File: src/hdl/video_pkg.sv
// shared types and bus address map of the tile video path
// every module refers to these with video_pkg:: scoped names
// compile this file before any module that uses it

package video_pkg;

    // --------------------------------------------------
    // beam position and sync for one pixel
    // --------------------------------------------------
    typedef struct packed {
        logic [8:0] hdump;  // horizontal position, 0 to H_TOTAL-1
        logic [8:0] vdump;  // line number, 0 to V_TOTAL-1
        logic       lhbl;   // low while in horizontal blanking
        logic       lvbl;   // low while in vertical blanking
        logic       hs;     // horizontal sync, active high
        logic       vs;     // vertical sync, active high
    } timing_t;

    // what the tile stage hands on next to the colour index
    typedef struct packed {
        timing_t timing;    // position the index belongs to
        logic    sel;       // 1 picks the high nibble of the tile entry
    } fetch_ctl_t;

    // one write from the CPU into a video memory
    // strobes last a single clock
    typedef struct packed {
        logic        tile_we;   // write into the tile map
        logic        pal_we;    // write into the palette
        logic [9:0]  addr;      // word offset inside the target memory
        logic [11:0] data;      // tile map keeps 7:0, palette keeps 11:0
    } bus_write_t;

    // 12-bit colour, red in the top nibble
    typedef struct packed {
        logic [3:0] r;
        logic [3:0] g;
        logic [3:0] b;
    } rgb_t;

    // --------------------------------------------------
    // word addresses on the 11-bit Wishbone bus
    // --------------------------------------------------
    localparam logic [10:0] TILE_BASE   = 11'h000; // 1024 tile map entries
    localparam logic [10:0] PAL_BASE    = 11'h400; // 16 palette entries
    localparam logic [10:0] STATUS_ADDR = 11'h410; // frame count and line

endpackage

File: src/hdl/wb_video_regs.sv
// Wishbone classic slave for the CPU side of the video
// decodes the tile map, palette and status addresses
// writes leave as one-clock strobes on the clock where ack rises
// reads of the memories return zero, the status word holds frame count and line

`timescale 1ns/1ps

module wb_video_regs (
    input  logic                  clk,
    input  logic                  rst_n,
    input  logic [10:0]           wb_adr,
    input  logic [31:0]           wb_dat_w,
    output logic [31:0]           wb_dat_r,
    input  logic                  wb_we,
    input  logic                  wb_stb,
    input  logic                  wb_cyc,
    output logic                  wb_ack,
    input  logic [15:0]           frame_cnt,
    input  logic [8:0]            vdump,
    output video_pkg::bus_write_t wr
);

    // --------------------------------------------------
    // address decode
    // --------------------------------------------------
    logic req;          // new access, not yet acknowledged
    logic tile_hit;     // 0x000 to 0x3ff
    logic pal_hit;      // 0x400 to 0x40f
    logic status_hit;   // the single status word

    assign req        = wb_cyc && wb_stb && !wb_ack;   // ack in flight blocks a repeat
    assign tile_hit   = wb_adr[10] == video_pkg::TILE_BASE[10];
    assign pal_hit    = wb_adr[10:4] == video_pkg::PAL_BASE[10:4];
    assign status_hit = wb_adr == video_pkg::STATUS_ADDR;

    // write strobes are high only in the cycle before ack
    // so the memory takes the data on the same edge that raises ack
    always_comb begin
        wr.tile_we = req && wb_we && tile_hit;
        wr.pal_we  = req && wb_we && pal_hit;
        wr.addr    = wb_adr[9:0];
        wr.data    = wb_dat_w[11:0];
    end

    // --------------------------------------------------
    // acknowledge and read data
    // --------------------------------------------------
    always_ff @(posedge clk) begin
        if (!rst_n) begin
            wb_ack <= 1'b0;
        end else begin
            wb_ack <= req;      // one clock per strobe
        end
    end

    always_ff @(posedge clk) begin
        if (!rst_n) begin
            wb_dat_r <= 32'd0;
        end else if (req) begin
            if (!wb_we && status_hit) begin
                wb_dat_r <= {7'd0, vdump, frame_cnt};
            end else begin
                wb_dat_r <= 32'd0;      // memories have no read path
            end
        end
    end

endmodule

File: config.mk
export PLATFORM = sky130hd
export DESIGN_NAME = wb_video_regs
export DESIGN_NICKNAME = d
export VERILOG_FILES = /design/src/hdl/video_pkg.sv /design/src/hdl/wb_video_regs.sv
export SDC_FILE = /design/constraint.sdc
export NUM_CORES = 1
export LEC_CHECK = 0
export BUFFER_PORTS_ARGS = -buffer_cell sky130_fd_sc_hd__buf_4
export CORE_AREA = 5 5 91 51
export CTS_CLUSTER_DIAMETER = 40
export DETAILED_ROUTE_END_ITERATION = 7
export DIE_AREA = 0 0 96 56
export PLACE_DENSITY = 0.73
export SLEW_MARGIN = 20
export SYNTH_ARGS = -nofsm -noshare
export SYNTH_HDL_FRONTEND = slang
export SYNTH_SLANG_ARGS = --single-unit
export TNS_END_PERCENT = 100
File: constraint.sdc
create_clock -name clk -period 3.84 [get_ports clk]
set_clock_uncertainty 0.1 [all_clocks]
set_input_delay 0.384 -clock clk [delete_from_list [all_inputs] [get_ports clk]]
set_output_delay 0.384 -clock clk [all_outputs]
set_load 0.02 [all_outputs]
==> impl_metrics.env <==
export IMPL_status="finished, final reports clean"
export IMPL_critPathMaxFanout=2
export IMPL_track_usage_pct=10.7
export IMPL_required_ns=3.36
export IMPL_period_share_pct=61.3
export IMPL_clk_latency_ns=0.27
export IMPL_slew_viol_final=0
export IMPL_avgViaCountPerCell=4.19
export IMPL_portBuffers=78
export IMPL_gp_congestion=0.727
export IMPL_max_freq_ghz=0.425
export IMPL_clk_pin_slew_worst_paths_ns=0.10
export IMPL_power_leakage_nw=0.792
export IMPL_yosysSeqAreaShare_pct=47.4
export IMPL_yosys_warnings=0
export IMPL_ant_nets=0
export IMPL_synth_top_area_share_pct=47.4
export IMPL_grt_max_degree=26
export IMPL_fp_dieH_um=56
export IMPL_routed_wl_um=3030
export IMPL_period_minus_slack_ns=2.35
export IMPL_drive_gt1_share_pct=57.5
export IMPL_pwr_share_comb_pct=12.0
export IMPL_hpwl_um=2390
export IMPL_seqPwrFrac_pct=47.9
export IMPL_crit_top_cell="buf_4"
export IMPL_dpl_cell_area_sq_um=1530
export IMPL_htree_levels=1
export IMPL_cts_setup_buffers=0
export IMPL_worst_pin_slew_ns=1.06
export IMPL_clockRootBuffer="clkbuf_8"
export IMPL_hold_viol_final=0
export IMPL_crit_slowest_cell="or4_2"
export IMPL_grt_pass1_vias=892
export IMPL_syn_inst=98
export IMPL_core_sq_um=3720
export IMPL_dieArea_sq_um=5380
export IMPL_fillers=380
export IMPL_p_switching_mw=0.119
export IMPL_clkPwrFrac_pct=40.1
export IMPL_switching_share_pct=21.1
export IMPL_grt_ovfl_total=0
export IMPL_fp_dieW_um=96
export IMPL_setup_worst_path_end_class="output port"
export IMPL_syn_area_sq_um=1100
export IMPL_syn_area_per_cell_sq_um=11.2
export IMPL_grt_pass1_wl_um=4590
export IMPL_route_detailed_drc=0
export IMPL_drv_cap=0
export IMPL_drt_pass1_iterations=3
export IMPL_critPathArrivalTime_ns=1.87
export IMPL_fin_setup_tns_ns=0
export IMPL_synth_distinct_cells=16
export IMPL_antenna_cells=0
export IMPL_drt_iter0_markers=16
export IMPL_max_stage_delay_ns=0.57
export IMPL_p_int_mw=0.445
export IMPL_pwr_density_cell_nw_per_um2=352
export IMPL_fin_nets=227
export IMPL_rows=16
export IMPL_critPathTopFamily="simple AND/OR/NAND/NOR gates"
export IMPL_cts_resized=0
export IMPL_wl_per_cell_um=14.6
export IMPL_finalSetupViolCount=0
export IMPL_seqCellArea_sq_um=520
export IMPL_syn_to_final_growth_pct=46.0
export IMPL_netlist_top_cells_area="dfxtp_1 (47%), a22o_1 (20%), buf_4 (20%)"
export IMPL_rsz0062_at_grt="false"
export IMPL_cts_tree="done"
export IMPL_vdd_drop_max_v=0.000137
export IMPL_rrSetupSlack_ns=2.01
export IMPL_ioPinCount=130
export IMPL_cts_buffer_depth=2
export IMPL_cp_num_buf_inv=2
export IMPL_min_path_type="input port to register"
export IMPL_antenna_found_initial=0
export IMPL_finalInstanceArea_sq_um=1600
export IMPL_slew_headroom_pct=28.7
export IMPL_vias=867
export IMPL_ctsHoldBuffers=0
export IMPL_initial_core_util_pct=29.5
export IMPL_final_core_util_pct=43.1
export IMPL_crit_chain="buf_4 -> or4b_4 -> or4_2 -> nor2_1 -> buf_4"
export IMPL_setup_worst_path_class="input port to output port"
export IMPL_critPathLaunchType="input port"
export IMPL_multiInputGateArea_sq_um=348
export IMPL_cts_sinks=26
export IMPL_yosys_area_top_type="dfxtp_1"
export IMPL_numCtsBuffers=3
export IMPL_synth_seq_cells=26
placed cells by master (no fill, tap or decap), drive strengths merged:
cell     n
dfxtp   26
nand2    1
bufinv   1
nor2     2
nor4     1
inv      1
buf     79
or4b     2
clkbuf   3
conb     7
nor2b    1
and3b    1
nand4b   1
a22o    25
or4      2
final cells by class:
type	instances	area share (%)
clock buffer	3	2.57
clock inverter	1	1.87
inverter	1	0.234
multi-input combinational	43	21.7
sequential	26	32.4
tap	54	4.21
timing repair buffer	79	37.0
layer usage:
metal  track usage [%]  routed length [um]  vias to the layer above
met5                 0                   0                        -
met4             0.202                   4                        0
met3              4.73                 180                        2
met2              15.6                1380                       22
met1              15.4                1470                      413
li1                  -                   -                      430
per-stage QoR:
step	power (mW)	hold WS (ns)	setup slack (ns)	cells
final	0.564	0.215	1.49	207
after global routing	0.587	0.205	1.47	207
after CTS	0.572	0.206	1.49	207
after detailed placement	0.345	0.365	1.49	203
after global placement	0.344	0.366	1.49	203
after floorplan	0.331	0.410	1.59	104
cell families after synthesis:
family,count (synthesis),share of synthesized area (%)
flops,26,47.4
simple gates,11,9.11
compound gates,25,19.9
buf+inv,35,23.2
other cells,1,0.341
synth_stat cells:
cell type / count
nor2_1: 2
or4b_4: 2
buf_6: 2
clkbuf_1: 3
and3b_1: 1
or4_1: 1
dfxtp_1: 26
conb_1: 1
inv_1: 1
or4_2: 1
nor2b_1: 1
buf_4: 29
nand4b_1: 1
a22o_1: 25
nand2_1: 1
nor4_4: 1
worst paths after layout:
check	from	cells past startpoint	end
max reg2reg	wb_ack	3	wb_dat_r[9]
min reg2reg	wb_dat_r[22]	1	wb_dat_r[22]
max	wb_adr[5]	5	wr[22]
min	frame_cnt[2]	2	wb_dat_r[2]
registers in the layout (all words and copies together) (netlist names):
register,flops
wb_ack,1
wb_dat_r,25
power groups by stage:
| stage | clock [mW] | sequential, mW | combinational, mW |
|---|---|---|---|
| floorplan | 0 | 0.277 | 0.0539 |
| global placement | 0 | 0.276 | 0.0678 |
| detailed placement | 0 | 0.276 | 0.0681 |
| CTS | 0.234 | 0.270 | 0.0682 |
| global route | 0.244 | 0.270 | 0.0724 |
| finish | 0.226 | 0.270 | 0.0678 |
No activity file was read; power rests on OpenSTA's default activity.
