$ cat config.mk
export PLATFORM = sky130hd
export DESIGN_NAME = video_timer
export DESIGN_NICKNAME = d
export VERILOG_FILES = /design/src/hdl/video_pkg.sv /design/src/hdl/video_timer.sv
export SDC_FILE = /design/constraint.sdc
export NUM_CORES = 1
export LEC_CHECK = 0
export BUFFER_PORTS_ARGS = -buffer_cell sky130_fd_sc_hd__buf_4
export CAP_MARGIN = 20
export CORE_ASPECT_RATIO = 1.75
export CORE_MARGIN = 4
export CORE_UTILIZATION = 24
export CTS_CLUSTER_SIZE = 20
export DETAILED_ROUTE_END_ITERATION = 16
export GPL_ROUTABILITY_DRIVEN = 0
export PLACE_DENSITY = 0.53
export SYNTH_ARGS = -nofsm -noshare
export SYNTH_HDL_FRONTEND = slang
export SYNTH_SLANG_ARGS = --single-unit
$ cat constraint.sdc
create_clock -name clk -period 2.6 [get_ports clk]
set_clock_uncertainty 0.15 [all_clocks]
set_input_delay 0.26 -clock clk [delete_from_list [all_inputs] [get_ports clk]]
set_output_delay 0.26 -clock clk [all_outputs]
set_load 0.02 [all_outputs]
$ cat src/hdl/video_pkg.sv
// shared types and bus address map of the tile video path
// every module refers to these with video_pkg:: scoped names
// compile this file before any module that uses it

package video_pkg;

    // --------------------------------------------------
    // beam position and sync for one pixel
    // --------------------------------------------------
    typedef struct packed {
        logic [8:0] hdump;  // horizontal position, 0 to H_TOTAL-1
        logic [8:0] vdump;  // line number, 0 to V_TOTAL-1
        logic       lhbl;   // low while in horizontal blanking
        logic       lvbl;   // low while in vertical blanking
        logic       hs;     // horizontal sync, active high
        logic       vs;     // vertical sync, active high
    } timing_t;

    // what the tile stage hands on next to the colour index
    typedef struct packed {
        timing_t timing;    // position the index belongs to
        logic    sel;       // 1 picks the high nibble of the tile entry
    } fetch_ctl_t;

    // one write from the CPU into a video memory
    // strobes last a single clock
    typedef struct packed {
        logic        tile_we;   // write into the tile map
        logic        pal_we;    // write into the palette
        logic [9:0]  addr;      // word offset inside the target memory
        logic [11:0] data;      // tile map keeps 7:0, palette keeps 11:0
    } bus_write_t;

    // 12-bit colour, red in the top nibble
    typedef struct packed {
        logic [3:0] r;
        logic [3:0] g;
        logic [3:0] b;
    } rgb_t;

    // --------------------------------------------------
    // word addresses on the 11-bit Wishbone bus
    // --------------------------------------------------
    localparam logic [10:0] TILE_BASE   = 11'h000; // 1024 tile map entries
    localparam logic [10:0] PAL_BASE    = 11'h400; // 16 palette entries
    localparam logic [10:0] STATUS_ADDR = 11'h410; // frame count and line

endpackage

$ cat src/hdl/video_timer.sv
// video timer of the tile display
// counts pixels and lines on the pixel enable and derives blanking and sync
// flags are registered from the next count so they line up with hdump/vdump
// frame_cnt counts rising edges of vs for the CPU status word

`timescale 1ns/1ps

module video_timer #(
    parameter int LAYOUT  = 0,      // 3 moves vertical blanking up by one line
    parameter int H_TOTAL = 384,    // pixels per line
    parameter int V_TOTAL = 264     // lines per frame
) (
    input  logic               clk,
    input  logic               rst_n,
    input  logic               pxl_cen,
    output video_pkg::timing_t timing,
    output logic [15:0]        frame_cnt
);

    // --------------------------------------------------
    // layout, all positions taken from the totals
    // --------------------------------------------------
    localparam int         VB_SHIFT = (LAYOUT == 3) ? 1 : 0;
    localparam logic [8:0] H_LAST   = 9'(H_TOTAL - 1);
    localparam logic [8:0] V_LAST   = 9'(V_TOTAL - 1);
    localparam logic [8:0] HB_START = 9'(H_TOTAL - 128);   // 256, blank to end of line
    localparam logic [8:0] HS_START = 9'(H_TOTAL - 84);    // 300
    localparam logic [8:0] HS_END   = 9'(H_TOTAL - 66);    // 318, last sync pixel
    localparam logic [8:0] VS_START = 9'(V_TOTAL - 4);     // 260
    localparam logic [8:0] VS_END   = 9'(V_TOTAL - 2);     // 262, last sync line
    localparam logic [8:0] VB_START = 9'(V_TOTAL - 25 - VB_SHIFT); // 239 or 238
    localparam logic [8:0] VB_END   = 9'(15 - VB_SHIFT);   // first visible line, 15 or 14

    logic [8:0] h_next;     // position after the coming pixel enable
    logic [8:0] v_next;
    logic       vs_l;       // vs one clock ago, for edge detection

    always_comb begin
        h_next = (timing.hdump == H_LAST) ? 9'd0 : timing.hdump + 9'd1;
        v_next = timing.vdump;
        if (timing.hdump == H_LAST) begin
            v_next = (timing.vdump == V_LAST) ? 9'd0 : timing.vdump + 9'd1; // step at wrap
        end
    end

    // --------------------------------------------------
    // counters and flags
    // --------------------------------------------------
    always_ff @(posedge clk) begin
        if (!rst_n) begin
            timing.hdump <= 9'd0;
            timing.vdump <= 9'd0;
            timing.lhbl  <= 1'b1;                   // pixel 0 is visible
            timing.lvbl  <= (VB_END == 9'd0);       // line 0 sits inside vblank
            timing.hs    <= 1'b0;
            timing.vs    <= 1'b0;
        end else if (pxl_cen) begin
            timing.hdump <= h_next;
            timing.vdump <= v_next;
            timing.lhbl  <= h_next < HB_START;
            // vertical blanking wraps through line 0
            timing.lvbl  <= !(v_next >= VB_START || v_next < VB_END);
            timing.hs    <= (h_next >= HS_START) && (h_next <= HS_END);
            timing.vs    <= (v_next >= VS_START) && (v_next <= VS_END);
        end
    end

    // frame number, one step per vs rising edge
    always_ff @(posedge clk) begin
        if (!rst_n) begin
            vs_l      <= 1'b0;
            frame_cnt <= 16'd0;
        end else begin
            vs_l <= timing.vs;
            if (timing.vs && !vs_l) begin
                frame_cnt <= frame_cnt + 16'd1;    // wraps after 65535 frames
            end
        end
    end

endmodule

==> out/metrics.cfg, run 1 <==
[outcome]
outcome = complete, no violations

[clocking]
cts_setup_buffers = 0
clk_latency_ns = 0.27
cts.sink_count = 39
cts_tree = yes
cts_hold_buf = 0
ctsLongestPathBuffers = 2
numCtsBuffers = 5
h-tree-depth = 2
cts-root-buf = clkbuf_16
cts.repair.resized = 0
clk_transition_reported_paths_ns = 0.06

[worst_setup_path]
required_ns = 2.64
cp_num_buf_inv = 0
crit_chain = ha_4 -> nand4_4 -> or2_1 -> nor4_2 -> a21oi_1 -> or4_1 -> o31ai_2
path_delay_family = simple AND/OR/NAND/NOR gates
crit_type = flip-flop to flip-flop
r2r_cells = 7
cp-start-kind = flip-flop
crit_slowest_cell = or4_1
cp_slowest_stage_delay_ns = 0.54
cp-startpoint = timing[14]$_SDFFE_PN0P_
worstPathArrival_ns = 2.43
cp_num_cells = 7
r2r_start = timing[14]$_SDFFE_PN0P_
end_kind = flip-flop
critPathMaxFanout = 7

[sta]
worstMarginPinSlew_ns = 0.358
hold_viol_final = 0
setup_viol = 0
rsz0062_at_grt = no
setup_tns_ns = 0
slew_viol_final = 0
fin_crit_ns = 2.39
max_slew_margin = 0.759
fmax_mhz = 418
post-route-period-util = 0.919

[power_and_ir_drop]
power_leakage_nw = 1.07
ir_worst_vdd_uv = 276
power_w = 0.00125
cellPowerDensity_nw_per_um2 = 464

[floorplan]
die-area_um2 = 10400
die_x_um = 78.9
coreArea_um2 = 8610
die_h_um = 132
initial_core_util = 0.245
rows = 45
ios = 41

[final_layout]
diodes = 0
nets = 306
final_common_cell = buf_4
fillers = 943
drive_gt1_frac = 0.209
area_growth_pct = 27.4
layout_common_cells = buf_4, dfxtp_1, nor2_1

[logic_synthesis]
yosys_warnings = 0
async_flop_share = 0
yosysUniqueCellTypes = 48
syn-mean-instance-area_um2 = 8.25
syn_inst = 256
synth_area_um2 = 2110
ys.flop_type = dfxtp_1
ys_ff_latch = 39
synth_edf_count = 0
syn_nets = 262
yosysSeqAreaShare = 0.370

[global_routing]
gr-usage-all-layers = 0.110
gr-total-overflow = 0
antenna_found_initial = 0
grt_max_degree = 25
grt_pass1_vias = 1865
grt_pass1_wl_mm = 9.24

[routing]
finalWirelength_mm = 5.56
viasPerCell = 4.57
vias = 1911
wl_per_cell_um = 13.3
drtIter0Drc = 47
dr.pass1.iters = 4
drc = 0
antenna_left = 0

[min_path]
whs_path_depth = 2
hp-class = input pin to flip-flop
min-delay-start = rst_n

[run]
cap_viol_max_count = 0

[placement]
dp_hpwl_mm = 4.22
io_buffers = 40

state kept, by name (all words and copies together) (netlist names):
register   count
vs_l           1
timing        22
frame_cnt     16
worst reg2reg max path: stages, from the launching register on:
cell and delay (ns):
dfxtp_1 0.43, ha_4 0.22, nand4_4 0.15, or2_1 0.29, nor4_2 0.24, a21oi_1 0.08, or4_1 0.54, o31ai_2 0.21
report_power, final:
group          switching [W]  internal (W)  leakage [nW]
Combinational      0.0000356     0.0000221         0.686
Clock               0.000224      0.000354        0.0679
Sequential        0.00000853      0.000603         0.315
Total               0.000268      0.000979          1.07
cells in the mapped netlist (5+ instances only):
master    number  area share
dfxtp_1       39        0.37
nor2_1        37       0.066
nand2_1       24       0.043
a21oi_1       16       0.038
xor2_1        15       0.062
nand3_1       14       0.033
o21ai_0        8       0.019
xnor2_1        8       0.033
and2_1         7       0.021
nand4_1        7       0.021
clkbuf_1       6       0.011
mux2i_1        5       0.024
nor3_1         5       0.012
stage by stage:
stage	hold slack (ns)	utilization	instances	area (µm²)	setup WS (ns)
6_report	0.0638	0.312	418	2690	0.210
3_5_place_dp	0.326	0.296	410	2550	0.227
3_3_place_gp	0.318	0.296	410	2550	0.269
2_1_floorplan	0.172	-	256	2120	0.0653
4_1_cts	0.0566	0.312	418	2690	0.206
5_1_grt	0.0753	0.312	418	2690	0.0178
final cells by class:
cell class	instances	area, µm²	share of cell area
timing repair buffer	50	375	0.140
clock inverter	1	5.00	0.00186
tap	117	146	0.0544
inverter	4	15.0	0.00558
multi-input combinational	200	1230	0.458
sequential	39	782	0.291
clock buffer	7	133	0.0493
path summary, 6_finish.rpt:
| kind | slack, ns | to |
|---|---|---|
| max reg2reg | 0.21 | timing[0]$_SDFFE_PN0P_ |
| min | 0.06 | timing[3]$_SDFFE_PN1P_ |
| max | 0.21 | timing[0]$_SDFFE_PN0P_ |
| min reg2reg | 0.34 | timing[3]$_SDFFE_PN1P_ |
cells by family after synthesis:
logic type	share of synthesized area
AOI/OAI and AO/OA	0.105
xor gates and xnor gates	0.0954
adders and majority gates	0.0178
buffers and inverters	0.0522
DFF	0.370
muxes	0.0237
and+or+nand+nor	0.336
routing by layer:
metal | track usage | wire, µm | vias to the layer above
met2 | 0.201 | 2930 | 36
met5 | 0 | 0 | -
li1 | - | - | 990
met4 | 0.0430 | 97 | 0
met3 | 0.0198 | 209 | 8
met1 | 0.123 | 2320 | 877
Power figures use the tool's default switching activity.
==> run 2: changes to the inputs <==
- CORE_UTILIZATION: 24 -> 42
- PLACE_DENSITY: 0.53 -> 0.76
==> out/metrics.cfg, run 2 (synthesis results as in run 1) <==
[outcome]
outcome = complete, no violations

[placement]
placed_cells = 344  ; -16%
dp_hpwl_mm = 3.84  ; -8.9%
placed_area_um2 = 2460  ; -3.5%
io_buffers = 40  ; unchanged

[clocking]
clk_transition_reported_paths_ns = 0.08  ; +0.02 ns
cts.repair.resized = 0  ; unchanged
cts_hold_buf = 0  ; unchanged
cts.sink_count = 39  ; unchanged
numCtsBuffers = 5  ; unchanged
cts_setup_buffers = 0  ; unchanged
clk_latency_ns = 0.29  ; +0.02 ns
cts_tree = yes
h-tree-depth = 2  ; unchanged
ctsLongestPathBuffers = 2  ; unchanged
cts-root-buf = clkbuf_8

[routing]
dr.pass1.iters = 4  ; unchanged
vias = 1965  ; +2.8%
wl_per_cell_um = 14.5  ; +8.7%
antenna_left = 0  ; unchanged
viasPerCell = 5.58  ; +22%
drc = 0  ; unchanged
finalWirelength_mm = 5.09  ; -8.4%
drtIter0Drc = 118  ; +150%

[power_and_ir_drop]
power_leakage_nw = 1.04  ; -2.8%
ir_worst_vdd_uv = 436  ; +58%
cellPowerDensity_nw_per_um2 = 417  ; -10%

[final_layout]
layout_common_cells = buf_4, dfxtp_1, nor2_1
largest_reg_flops = 22  ; unchanged
diodes = 0  ; unchanged
nets = 305  ; -0.33%
top_regs = timing x22, frame_cnt x16, vs_l x1
area_growth_pct = 20.5
largest-register = timing
drive_gt1_frac = 0.207  ; -0.00264
final_common_cell = buf_4
final_util = 0.531  ; +0.219
fin_area_um2 = 2540  ; -5.4%
stdcell_count = 352  ; -16%

[sta]
rsz0062_at_grt = no
hold_viol_final = 0  ; unchanged
worstMarginPinSlew_ns = 0.403  ; +0.0451 ns
setup_tns_ns = 0  ; unchanged
fin_crit_ns = 2.39  ; +0.00371 ns
post-route-period-util = 0.921  ; +0.00143
setup_viol = 0  ; unchanged
holdWs_ns = 0.0477  ; -0.0161 ns
max_slew_margin = 0.729  ; -0.0304
fmax_mhz = 418  ; -0.15%
slew_viol_final = 0  ; unchanged

[global_routing]
grt_max_degree = 25  ; unchanged
grt_pass1_wl_mm = 8.57  ; -7.3%
gr-total-overflow = 0  ; unchanged
antenna_found_initial = 0  ; unchanged
grt_pass1_vias = 1904  ; +2.1%
gr-usage-all-layers = 0.176  ; +0.0667

[worst_setup_path]
crit_chain = ha_4 -> nand4_4 -> or2_1 -> nor4_2 -> a21oi_1 -> or4_1 -> o31ai_2
crit_slowest_cell = or4_1
required_ns = 2.66  ; +0.02 ns
critPathMaxFanout = 7  ; unchanged
worstPathArrival_ns = 2.46  ; +0.03 ns
crit_type = flip-flop to flip-flop
ff2ff_setup_slack_ns = 0.21  ; about the same
end_kind = flip-flop
cp_slowest_stage_delay_ns = 0.55  ; about the same
cp-start-kind = flip-flop

[run]
cap_viol_max_count = 0  ; unchanged

[floorplan]
die-area_um2 = 6270  ; -40%
initial_core_util = 0.441  ; +0.196
rows = 33  ; -27%
die_x_um = 61.6  ; -22%
coreArea_um2 = 4790  ; -44%
ios = 41  ; unchanged
die_h_um = 102  ; -23%

[min_path]
hp-class = input pin to flip-flop

-- run 2: cell types whose count changed in the layout (fill, tap and decap cells not counted), sizes merged --
cell	before	now
buf	50	49
-- run 2: stage by stage --
step	worst slack [ns]	power, W
after floorplan	0.0653	0.000657
after CTS	0.210	0.00108
final	0.206	0.00106
after global routing	0.0365	0.00111
after global placement	0.264	0.000680
after detailed placement	0.224	0.000680
-- run 2: power by group --
group	internal, W	switching (W)	total (W)	leakage, nW
clock network	0.000188	0.000206	0.000394	0.0422
logic	0.0000211	0.0000341	0.0000552	0.681
registers	0.000602	0.00000845	0.000610	0.315
-- run 2: path summary, 6_finish.rpt --
kind,startpoint,end,cells past startpoint
setup / recovery,timing[14]$_SDFFE_PN0P_,timing[0]$_SDFFE_PN0P_,7
hold / removal,rst_n,timing[3]$_SDFFE_PN1P_,2
setup reg to reg,timing[14]$_SDFFE_PN0P_,timing[0]$_SDFFE_PN0P_,7
hold reg to reg,timing[3]$_SDFFE_PN1P_,timing[3]$_SDFFE_PN1P_,2
-- run 2: routing by layer --
layer | global-route usage | part of all wire
met2 | 0.317 | 0.53
met3 | 0.0370 | 0.055
met4 | 0.0735 | 0.031
met1 | 0.190 | 0.39
met5 | 0 | 0
-- run 2: final cells by class --
cell class | count | area (µm²)
fill | 472 | 2250
multi-input combinational | 200 | 1230
sequential | 39 | 782
timing repair buffer | 49 | 368
clock buffer | 7 | 76.3
tap | 52 | 65.1
inverter | 4 | 15.0
clock inverter | 1 | 5.00
-- run 2: critical path, delay by kind of cell, from the launching register on --
family                     cells  cell delay (ns)
AOI/OAI and AO/OA              2             0.30
DFF                            1             0.43
and+or+nand+nor                4             1.23
adders and majority gates      1             0.21
