<file path="src/hdl/video_pkg.sv">
// shared types and bus address map of the tile video path
// every module refers to these with video_pkg:: scoped names
// compile this file before any module that uses it

package video_pkg;

    // --------------------------------------------------
    // beam position and sync for one pixel
    // --------------------------------------------------
    typedef struct packed {
        logic [8:0] hdump;  // horizontal position, 0 to H_TOTAL-1
        logic [8:0] vdump;  // line number, 0 to V_TOTAL-1
        logic       lhbl;   // low while in horizontal blanking
        logic       lvbl;   // low while in vertical blanking
        logic       hs;     // horizontal sync, active high
        logic       vs;     // vertical sync, active high
    } timing_t;

    // what the tile stage hands on next to the colour index
    typedef struct packed {
        timing_t timing;    // position the index belongs to
        logic    sel;       // 1 picks the high nibble of the tile entry
    } fetch_ctl_t;

    // one write from the CPU into a video memory
    // strobes last a single clock
    typedef struct packed {
        logic        tile_we;   // write into the tile map
        logic        pal_we;    // write into the palette
        logic [9:0]  addr;      // word offset inside the target memory
        logic [11:0] data;      // tile map keeps 7:0, palette keeps 11:0
    } bus_write_t;

    // 12-bit colour, red in the top nibble
    typedef struct packed {
        logic [3:0] r;
        logic [3:0] g;
        logic [3:0] b;
    } rgb_t;

    // --------------------------------------------------
    // word addresses on the 11-bit Wishbone bus
    // --------------------------------------------------
    localparam logic [10:0] TILE_BASE   = 11'h000; // 1024 tile map entries
    localparam logic [10:0] PAL_BASE    = 11'h400; // 16 palette entries
    localparam logic [10:0] STATUS_ADDR = 11'h410; // frame count and line

endpackage

</file>
<file path="src/hdl/video_delay.sv">
// register chain that carries side data next to a pipeline stage
// advances only on the pixel enable so it stays in step with the pixels
// the payload type is set per instance

`timescale 1ns/1ps

module video_delay #(
    parameter type payload_t = logic,
    parameter int  DEPTH     = 1        // number of pixel steps of delay
) (
    input  logic     clk,
    input  logic     rst_n,
    input  logic     pxl_cen,
    input  payload_t din,
    output payload_t dout
);

    payload_t stage [DEPTH];    // stage 0 takes din, the last one drives dout

    always_ff @(posedge clk) begin
        if (!rst_n) begin
            for (int i = 0; i < DEPTH; i++) begin
                stage[i] <= '0;
            end
        end else if (pxl_cen) begin
            stage[0] <= din;
            for (int i = 1; i < DEPTH; i++) begin
                stage[i] <= stage[i-1];     // shift one step per pixel
            end
        end
    end

    assign dout = stage[DEPTH-1];

endmodule

</file>
<file path="src/hdl/palette_lookup.sv">
// palette stage, last step of the pixel pipeline
// turns the 4-bit colour index into 12-bit RGB from a CPU written palette
// the colour is forced to black whenever either blanking flag is low

`timescale 1ns/1ps

module palette_lookup (
    input  logic                  clk,
    input  logic                  rst_n,
    input  logic                  pxl_cen,
    input  video_pkg::fetch_ctl_t ctl,
    input  logic [3:0]            color,
    input  video_pkg::bus_write_t wr,
    output video_pkg::timing_t    timing,
    output video_pkg::rgb_t       rgb
);

    logic [11:0] pal_ram [16];  // r in 11:8, g in 7:4, b in 3:0
    logic        blank;         // pixel lies in horizontal or vertical blanking

    assign blank = !ctl.timing.lhbl || !ctl.timing.lvbl;

    // --------------------------------------------------
    // palette write port
    // --------------------------------------------------
    always_ff @(posedge clk) begin
        if (wr.pal_we) begin
            pal_ram[wr.addr[3:0]] <= wr.data;   // upper address bits are decoded by the bus slave
        end
    end

    // lookup, registered once per pixel step
    always_ff @(posedge clk) begin
        if (!rst_n) begin
            rgb <= '0;
        end else if (pxl_cen) begin
            if (blank) begin
                rgb <= '0;                      // black outside the active area
            end else begin
                rgb <= video_pkg::rgb_t'(pal_ram[color]);
            end
        end
    end

    // timing follows the colour by the same single step
    video_delay #(
        .payload_t (video_pkg::timing_t),
        .DEPTH     (1)
    ) timing_delay (
        .clk     (clk),
        .rst_n   (rst_n),
        .pxl_cen (pxl_cen),
        .din     (ctl.timing),
        .dout    (timing)
    );

endmodule

</file>
<file path="config.mk">
export PLATFORM = sky130hd
export DESIGN_NAME = palette_lookup
export DESIGN_NICKNAME = d
export VERILOG_FILES = /design/src/hdl/video_pkg.sv /design/src/hdl/video_delay.sv /design/src/hdl/palette_lookup.sv
export SDC_FILE = /design/constraint.sdc
export NUM_CORES = 1
export LEC_CHECK = 0
export BUFFER_PORTS_ARGS = -buffer_cell sky130_fd_sc_hd__buf_2
export CAP_MARGIN = 10
export CORE_MARGIN = 2
export CORE_UTILIZATION = 35
export DETAILED_ROUTE_END_ITERATION = 12
export MAX_ROUTING_LAYER = met4
export PLACE_DENSITY_LB_ADDON = 0.15
export SLEW_MARGIN = 15
export SYNTH_ARGS = -nofsm -noshare
export SYNTH_HDL_FRONTEND = slang
export SYNTH_SLANG_ARGS = --single-unit
</file>
<file path="constraint.sdc">
create_clock -name clk -period 2.25 [get_ports clk]
set_clock_uncertainty 0.15 [all_clocks]
set_input_delay 0.1125 -clock clk [delete_from_list [all_inputs] [get_ports clk]]
set_output_delay 0.1125 -clock clk [all_outputs]
set_load 0.005 [all_outputs]
</file>
==> flow_metrics.tcl, run 1 <==
set metrics [dict create \
    drc 0 \
    drtIter0Drc 274 \
    place.gp.congestion 0.734 \
    min_to "timing_delay.stage[0][7]" \
    cts-buffers-inserted 24 \
    cp_max_fo 7 \
    layout_commonest_cell "edfxtp_1" \
    layout_common_cells "edfxtp_1, buf_2, mux2i_1, dlygate4sd3_1, buf_4" \
    clk_pin_slew_ns 0.06 \
    r2r-start "pal_ram[7][10]" \
    avgRoutedWirePerCell_microns 21.0 \
    drtPass1Iterations 4 \
    cpPeakStageDelay_ns 0.53 \
    grt_pass1_wl_mm 29.9 \
    total_power_mw 9.04 \
    synth_fp_nets 503 \
    grt_pass1_vias 4920 \
    rsz0062_at_grt "false" \
    hp-start "pxl_cen" \
    fin_crit_ns 1.88 \
    cpLargestDelayFamily "buffers and inverters" \
    die_y_microns 162 \
    start_kind "primary input" \
    start_util_pct 35.7 \
    maxCapViolations 0 \
    dp_slack_ns 0.0742 \
    crit_path_top_delay_cell "dlygate4sd3_1" \
    die_x_microns 162 \
    grt_max_degree 37 \
    utilization_pct 44.2 \
    groute.usage.overall_pct 15.7 \
    htree_levels 1 \
    r2r.worst_path.cells 4 \
    synth_cell_types 27 \
    finalWirelength_mm 19.8 \
    vias 4640 \
    met2_length_mm 9.86 \
    startpoint "ctl[3]" \
    worst-slew-pin-transition_ns 1.18 \
    clock.fmax_mhz 532 \
    cts_max_path_buffers 3 \
    viasPerCell 4.93 \
    slew_headroom_pct 21.0 \
    dr.max_layer_used "met4" \
    antenna_left 0 \
    fin_hold_ws_ns 0.0274 \
    met3_length_microns 818 \
    worst_slack_ns 0.369 \
    cts_sinks 226 \
    ys_seq_area_share_pct 76.6 \
    setup_viol_count_final 0 \
    fp.dieArea_sq_mm 0.0261 \
    root_buffer "clkbuf_16" \
    holdPathStages 3 \
    worstReg2RegEnd "rgb[10]" \
    hold_violations 0 \
    ys_ff_latch 226 \
    path_buf_inv 3 \
    hold_path.class "primary input to flip-flop" \
    fin_crit_sh_pct 83.6 \
    netlist_area_sq_mm 0.00870 \
    worstPathCellList "dlygate4sd3_1, buf_2, and4_1, and3_1, buf_4, a221oi_2, nand2_1" \
    insertion_delay_ns 0.50 \
    arrival_ns 2.11 \
    hpwlAfterDp_mm 12.2 \
    vdd_ir_drop_max_uv 350 \
    status "completed" \
    antenna_found_initial 0 \
    grt_overflow 0 \
    reg2reg_slack_ns 0.53 \
    p_leak_nw 3.97 \
    drive_gt1_share_pct 27.8 \
    endpoint_kind "flip-flop" \
    rows 57 \
    io_pins 88 \
    nets 654 \
    syn_inst 449 \
    worstSetupPathType "primary input to flip-flop" \
    cellPowerDensity_mw_per_mm2 839 \
    avgSynthCellArea_sq_um 19.4 \
    crit_required_ns 2.48 \
    wl_met1_mm 8.89 \
    io_buffers 79 \
    syn_to_final_growth_pct 23.8 \
    ys_warn_count 0 \
    diodes 0 \
    tritoncts "done" \
    finalSetupTns_ns 0 \
    core_area_sq_mm 0.0244 \
    finalMaxSlewViolations 0 \
]
timing repair:
action | in CTS | in global routing
endpoints found under the setup margin | 0 | 0
hold buffers | 37 | 0
resized for setup | 0 | 0
setup buffers | 0 | 0
hold endpoints to repair | 224 | 0
cell type report:
class                           count  area [sq um]
Fill cell                        2151         13600
Inverter                            1          3.75
Tap cell                          324           405
Clock inverter                     10          93.8
Multi-Input combinational cell    197          1910
Timing Repair Buffer              150          1040
Sequential cell                   226          6670
Clock buffer                       34           669
state kept, by name (all words and copies together), names as in the netlist:
| signal | flops |
|---|---|
| pal_ram | 192 |
| rgb | 12 |
| timing_delay.stage | 22 |
power by group:
group	switching, mW	internal, mW
Sequential	0.0300	4.72
Clock	1.50	2.29
Combinational	0.278	0.230
Total	1.80	7.24
routing by layer:
layer  GRT usage (%)  up-vias
li1                -     2147
met1            21.0     2396
met2            26.0       82
met3            2.12       15
met4            3.58        0
met5               -        -
cells in the mapped netlist:
cell type    n  area (sq um)
buf_2        7          35.0
nor2b_1      4          25.0
edfxtp_1   214          6430
and4b_1      6          60.1
nand2_1      7          26.3
inv_1        1          3.75
nor2_1      13          48.8
clkbuf_4     1          7.51
mux4_2      17           383
a22oi_1     30           225
a221oi_2     6          90.1
nor3_1       4          20.0
buf_4        5          37.5
buf_6        1          11.3
nand2b_1     2          12.5
mux4_1       7           184
mux2i_1     48           480
and2_1       1          6.26
nand4b_1     6          52.6
nand3_1     19          95.1
dfxtp_1     12           240
clkbuf_1    10          37.5
and3_1      23           144
nand3b_1     2          15.0
or3b_2       1          8.76
buf_12       1          20.0
and4_1       1          8.76
cell families (layout without fill, tap and decap cells):
family	Yosys count	after routing	synth area share [%]
flops	226	226	76.6
compound gates	36	36	3.62
simple gates	89	89	6.01
buf+inv	26	195	1.75
mux	72	72	12.0
stage by stage:
step | std cells | cell area, sq um
4_1_cts | 942 | 10800
2_1_floorplan | 449 | 8700
3_3_place_gp | 861 | 9650
5_1_grt | 942 | 10800
3_5_place_dp | 861 | 9650
6_report | 942 | 10800
how the worst max path moves through the flow:
stage | depth (start not counted) | to | slack [ns]
final | 7 | rgb[10] | 0.37
after global routing | 7 | rgb[10] | 0.32
after CTS | 7 | rgb[10] | 0.38
after detailed placement | 5 | rgb[10] | 0.07
after global placement | 5 | rgb[10] | 0.10
after floorplan | 2 | pal_ram[0][0] | 0.21
worst register-to-register path: stages (launching register included):
cell and delay (ns):
edfxtp_1 0.36, mux4_2 0.47, and4b_1 0.20, a221oi_2 0.30, nand2_1 0.11
Power figures use the tool's default switching activity.
==> run 2, diff against run 1 <==
- clock period: 2.25 -> 1.9 ns (I/O delays scaled with it)
==> flow_metrics.tcl, run 2 (synthesis gave the netlist of run 1 again) <==
set metrics [dict create \
    status "completed" \
    grt_pass1_wl_mm 30.2 \
    start_kind "primary input" \
    vias 4692 \
    antenna_found_initial 0 \
    rows 57 \
    p_leak_nw 4.07 \
    layout_common_cells "edfxtp_1, buf_2, dlygate4sd3_1, mux2i_1, a22oi_1" \
    hold_path.class "primary input to flip-flop" \
    cts-buffers-inserted 24 \
    die_y_microns 162 \
    crit_required_ns 2.19 \
    hold_violations 0 \
    setup_viol_count_final 0 \
    nets 670 \
    cts-resized-gates 0 \
    drc 0 \
    worst_slack_ns 0.152 \
    cts_sinks 226 \
    hpwlAfterDp_mm 12.4 \
    tritoncts "done" \
    fin_crit_sh_pct 92.0 \
    place.gp.congestion 0.751 \
    io_buffers 79 \
    layout_commonest_cell "edfxtp_1" \
    clock.fmax_mhz 572 \
    htree_levels 1 \
    die_x_microns 162 \
    arrival_ns 2.04 \
    fp.dieArea_sq_mm 0.0261 \
    groute.usage.overall_pct 16.0 \
    rsz0062_at_grt "false" \
    grt_overflow 0 \
    drtIter0Drc 365 \
    postCtsSetupBuffers 0 \
    antenna_left 0 \
    cts_hold_buffers 55 \
    fin_crit_ns 1.75 \
    start_util_pct 35.7 \
    dp_cells 859 \
    slew_headroom_pct 37.4 \
    stdcell_count 958 \
    clk_pin_slew_ns 0.06 \
    avgRoutedWirePerCell_microns 21.3 \
    root_buffer "clkbuf_16" \
    finalWirelength_mm 20.4 \
    diodes 0 \
    grt_max_degree 26 \
    syn_to_final_growth_pct 26.0 \
    maxCapViolations 0 \
    drtPass1Iterations 4 \
    vdd_ir_drop_max_uv 484 \
    dp_slack_ns -0.0000925 \
    largest_register_ffs 192 \
    endpoint_kind "flip-flop" \
    total_power_mw 10.5 \
    finalMaxSlewViolations 0 \
    insertion_delay_ns 0.50 \
    viasPerCell 4.90 \
    worstSetupPathType "primary input to flip-flop" \
    worst-slew-pin-transition_ns 0.935 \
    cp_max_fo 12 \
    grt_pass1_vias 4833 \
    io_pins 88 \
    drive_gt1_share_pct 27.1 \
    core_area_sq_mm 0.0244 \
    cts_max_path_buffers 3 \
    cellPowerDensity_mw_per_mm2 954 \
    finalSetupTns_ns 0 \
]
## run 2: per-stage QoR
stage               hold WS, ns  util (%)  instance area [sq um]
floorplan                0.0439         -                   8710
CTS                    0.000912      45.0                  11000
finish                   0.0324      45.0                  11000
global route             0.0257      45.0                  11000
detailed placement        0.264      39.8                   9710
global placement          0.261      39.8                   9710
## run 2: layout make-up
cell class              instances  area, sq um
repair buffers                166         1280
multi-input cells             197         1910
clock buffers                  31          648
inverters                       1         3.75
fillers                      2131        13400
clock inverters                13         65.1
flip-flops and latches        226         6670
well taps                     324          405
## run 2: final timing paths
path	startpoint	end	slack, ns	depth (start not counted)
worst max-delay path	ctl[4]	rgb[7]	0.15	6
worst min-delay path	wr[12]	pal_ram[0][2]	0.03	3
worst max register to register	pal_ram[7][8]	rgb[8]	0.26	4
worst min register to register	rgb[1]	rgb[1]	0.34	2
## run 2: routing by layer
layer  wire length (microns)  part of all wire (%)  GRT usage [%]
met1                    9490                    47           21.9
met2                    9790                    48           25.8
met3                     801                   3.9           2.07
met4                     291                   1.4           3.94
met5                       0                     0              -
## run 2: worst max-delay path: stages
cell	delay, ns
dlygate4sd3_1	0.53
buf_2	0.12
and4_1	0.29
and3_1	0.64
a22oi_1	0.22
nand3_1	0.14
## run 2: where the power goes
group / leakage (nW) / internal [mW] / switching, mW
combinational: 1.65 / 0.302 / 0.348
clock: 0.351 / 2.41 / 1.79
sequential: 2.07 / 5.59 / 0.0337
==> run 3, diff against run 2 <==
- SYNTH_HIERARCHICAL: default -> 1
==> flow_metrics.tcl, run 3 <==
set metrics [dict create \
    maxCapViolations 0 \
    grt_max_degree 29 \
    r2r-start "pal_ram[10][10]" \
    slew_headroom_pct 48.8 \
    viasPerCell 4.84 \
    tritoncts "done" \
    postCtsSetupBuffers 0 \
    reg2reg_slack_ns 0.20 \
    grt_pass1_wl_mm 28.7 \
    synthArstFlopShare_pct 0 \
    layout_commonest_cell "edfxtp_1" \
    die_y_microns 161 \
    cts-buffers-inserted 24 \
    clk_pin_slew_ns 0.06 \
    ff_latch_area_sq_mm 0.00667 \
    cp_max_fo 4 \
    rows 57 \
    cts_sinks 226 \
    synth_fp_nets 490 \
    nets 656 \
    hpwlAfterDp_mm 12.4 \
    finalMaxSlewViolations 0 \
    layout_common_cells "edfxtp_1, buf_2, mux2i_1, dlygate4sd3_1, buf_4" \
    crit_required_ns 1.96 \
    synth_ff_type "edfxtp_1" \
    syn_inst 436 \
    hold_path.class "primary input to flip-flop" \
    ys_warn_count 6 \
    synth_edf_count 214 \
    hold_violations 0 \
    cellPowerDensity_mw_per_mm2 996 \
    ys_ff_latch 226 \
    setup_viol_count_final 0 \
    fp.dieArea_sq_mm 0.0260 \
    antenna_left 0 \
    start_util_pct 35.6 \
    worstSetupPathType "primary input to flip-flop" \
    status "completed" \
    cts_max_path_buffers 3 \
    ys_top_cells_by_count "edfxtp_1, mux2i_1, and3_1" \
    io_buffers 79 \
    synth_cell_types 28 \
    finalSetupTns_ns 0 \
    avgRoutedWirePerCell_microns 20.1 \
    netlist.area_leader.share_pct 74.3 \
    startpoint "wr[14]" \
    ys_seq_area_share_pct 77.1 \
    worst-slew-pin-transition_ns 0.766 \
    worstReg2RegEnd "rgb[10]" \
    crit_path_top_delay_cell "dlygate4sd3_1" \
    netlist_area_sq_mm 0.00865 \
    grt_pass1_vias 4890 \
    drive_gt1_share_pct 30.1 \
    groute.usage.overall_pct 15.3 \
    cp-endpoint "pal_ram[12][11]" \
    endpoint_kind "flip-flop" \
    yosysMostFrequentCell "edfxtp_1" \
    r2r.worst_path.cells 3 \
    core_area_sq_mm 0.0243 \
    fin_crit_ns 1.72 \
    diodes 0 \
    vias 4563 \
    avgSynthCellArea_sq_um 19.8 \
    htree_levels 1 \
    worstPathCellList "dlygate4sd3_1, buf_2, nand3_1, nor3_2, dlygate4sd3_1" \
    insertion_delay_ns 0.51 \
    drc 0 \
    p_leak_nw 4.01 \
    grt_overflow 0 \
    cts-resized-gates 0 \
    fin_crit_sh_pct 90.7 \
    root_buffer "clkbuf_16" \
    crit_top_cell "dlygate4sd3_1" \
    largest_register_ffs 192 \
    synth.area.top_cells "edfxtp_1, mux2i_1, mux4_2, dfxtp_1, a22oi_1" \
    antenna_found_initial 0 \
    syn_to_final_growth_pct 26.5 \
    stdcell_area_sq_mm 0.0109 \
    rsz0062_at_grt "false" \
    io_pins 88 \
    die_x_microns 161 \
    nFillCells 2108 \
    synth_area_leader_cell "edfxtp_1" \
    place.gp.congestion 0.715 \
    drtIter0Drc 226 \
    vdd_ir_drop_max_uv 508 \
    placed_area_sq_mm 0.00972 \
    finalWirelength_mm 18.9 \
    cpPeakStageDelay_ns 0.64 \
    arrival_ns 1.79 \
    multi_input_area_sq_mm 0.00185 \
    start_kind "primary input" \
    clock.fmax_mhz 580 \
    drtPass1Iterations 4 \
]
## run 3: cell types whose count changed after synthesis, moves of 5 or more
cell / previous run / this run
nand2_1: 7 / 1
a221oi_2: 6 / 0
mux2i_1: 48 / 54
nand4b_1: 6 / 0
a32oi_1: 0 / 10
mux4_2: 17 / 22
o21ai_0: 0 / 10
buf_6: 1 / 7
a22oi_1: 30 / 22
nand3_1: 19 / 3
and4b_1: 6 / 0
## run 3: worst max-delay path: cells and delay by family
kind | cells | cell delay, ns
buffers and inverters | 3 | 1.31
AND/OR/NAND/NOR | 2 | 0.38
## run 3: through the flow
stage                     utilization, %  cells  total power, mW  setup WS [ns]  hold WS, ns
after CTS                           45.0    942             11.0          0.181      0.00232
after global routing                45.0    942             11.3          0.107       0.0284
final                               45.0    942             10.9          0.176       0.0169
after global placement              39.9    858             6.30         0.0667        0.261
after detailed placement            39.9    858             6.32         0.0308        0.264
after floorplan                        -    436             6.02          0.182       0.0439
## run 3: worst min path at each step
stage | startpoint | end | slack (ns) | cells after the start
floorplan | wr[0] | pal_ram[0][0] | 0.04 | 0
global placement | ctl[2] | timing_delay/stage[0][1] | 0.26 | 2
detailed placement | ctl[12] | timing_delay/stage[0][11] | 0.26 | 2
CTS | rst_n | timing_delay/stage[0][4] | 0.002 | 3
global route | wr[22] | pal_ram[7][11] | 0.03 | 3
finish | wr[22] | pal_ram[7][11] | 0.02 | 3
## run 3: power breakdown
group,internal (mW),total [mW],switching (mW)
sequential,5.59,5.62,0.0329
combinational,0.311,0.651,0.340
clock,2.87,4.63,1.75
total,8.77,10.9,2.12
## run 3: logic make-up after synthesis
kind of cell	after synthesis	share of synthesized area [%]
AOI/OAI and AO/OA	44	3.73
buffers and inverters	23	1.79
DFF	226	77.1
muxes	82	13.5
and+or+nand+nor	61	3.94
## run 3: routing by layer
metal	vias up	track usage, %	wire [microns]
met3	33	2.47	921
li1	2123	-	-
met2	114	27.2	10000
met4	0	4.67	446
met5	-	-	0
met1	2293	18.0	7480
## run 3: cell type report
type | instances | area share (%)
inverters | 1 | 0.0343
clock inverters | 9 | 0.812
flip-flops and latches | 226 | 60.9
repair buffers | 162 | 11.1
multi-input cells | 187 | 16.9
clock buffers | 33 | 6.54
well taps | 324 | 3.71
## run 3: timing repair
action | 4_1_cts | 5_1_grt
hold buffers | 42 | 0
endpoints found under the setup margin | 0 | 0
hold endpoints to repair | 223 | 0
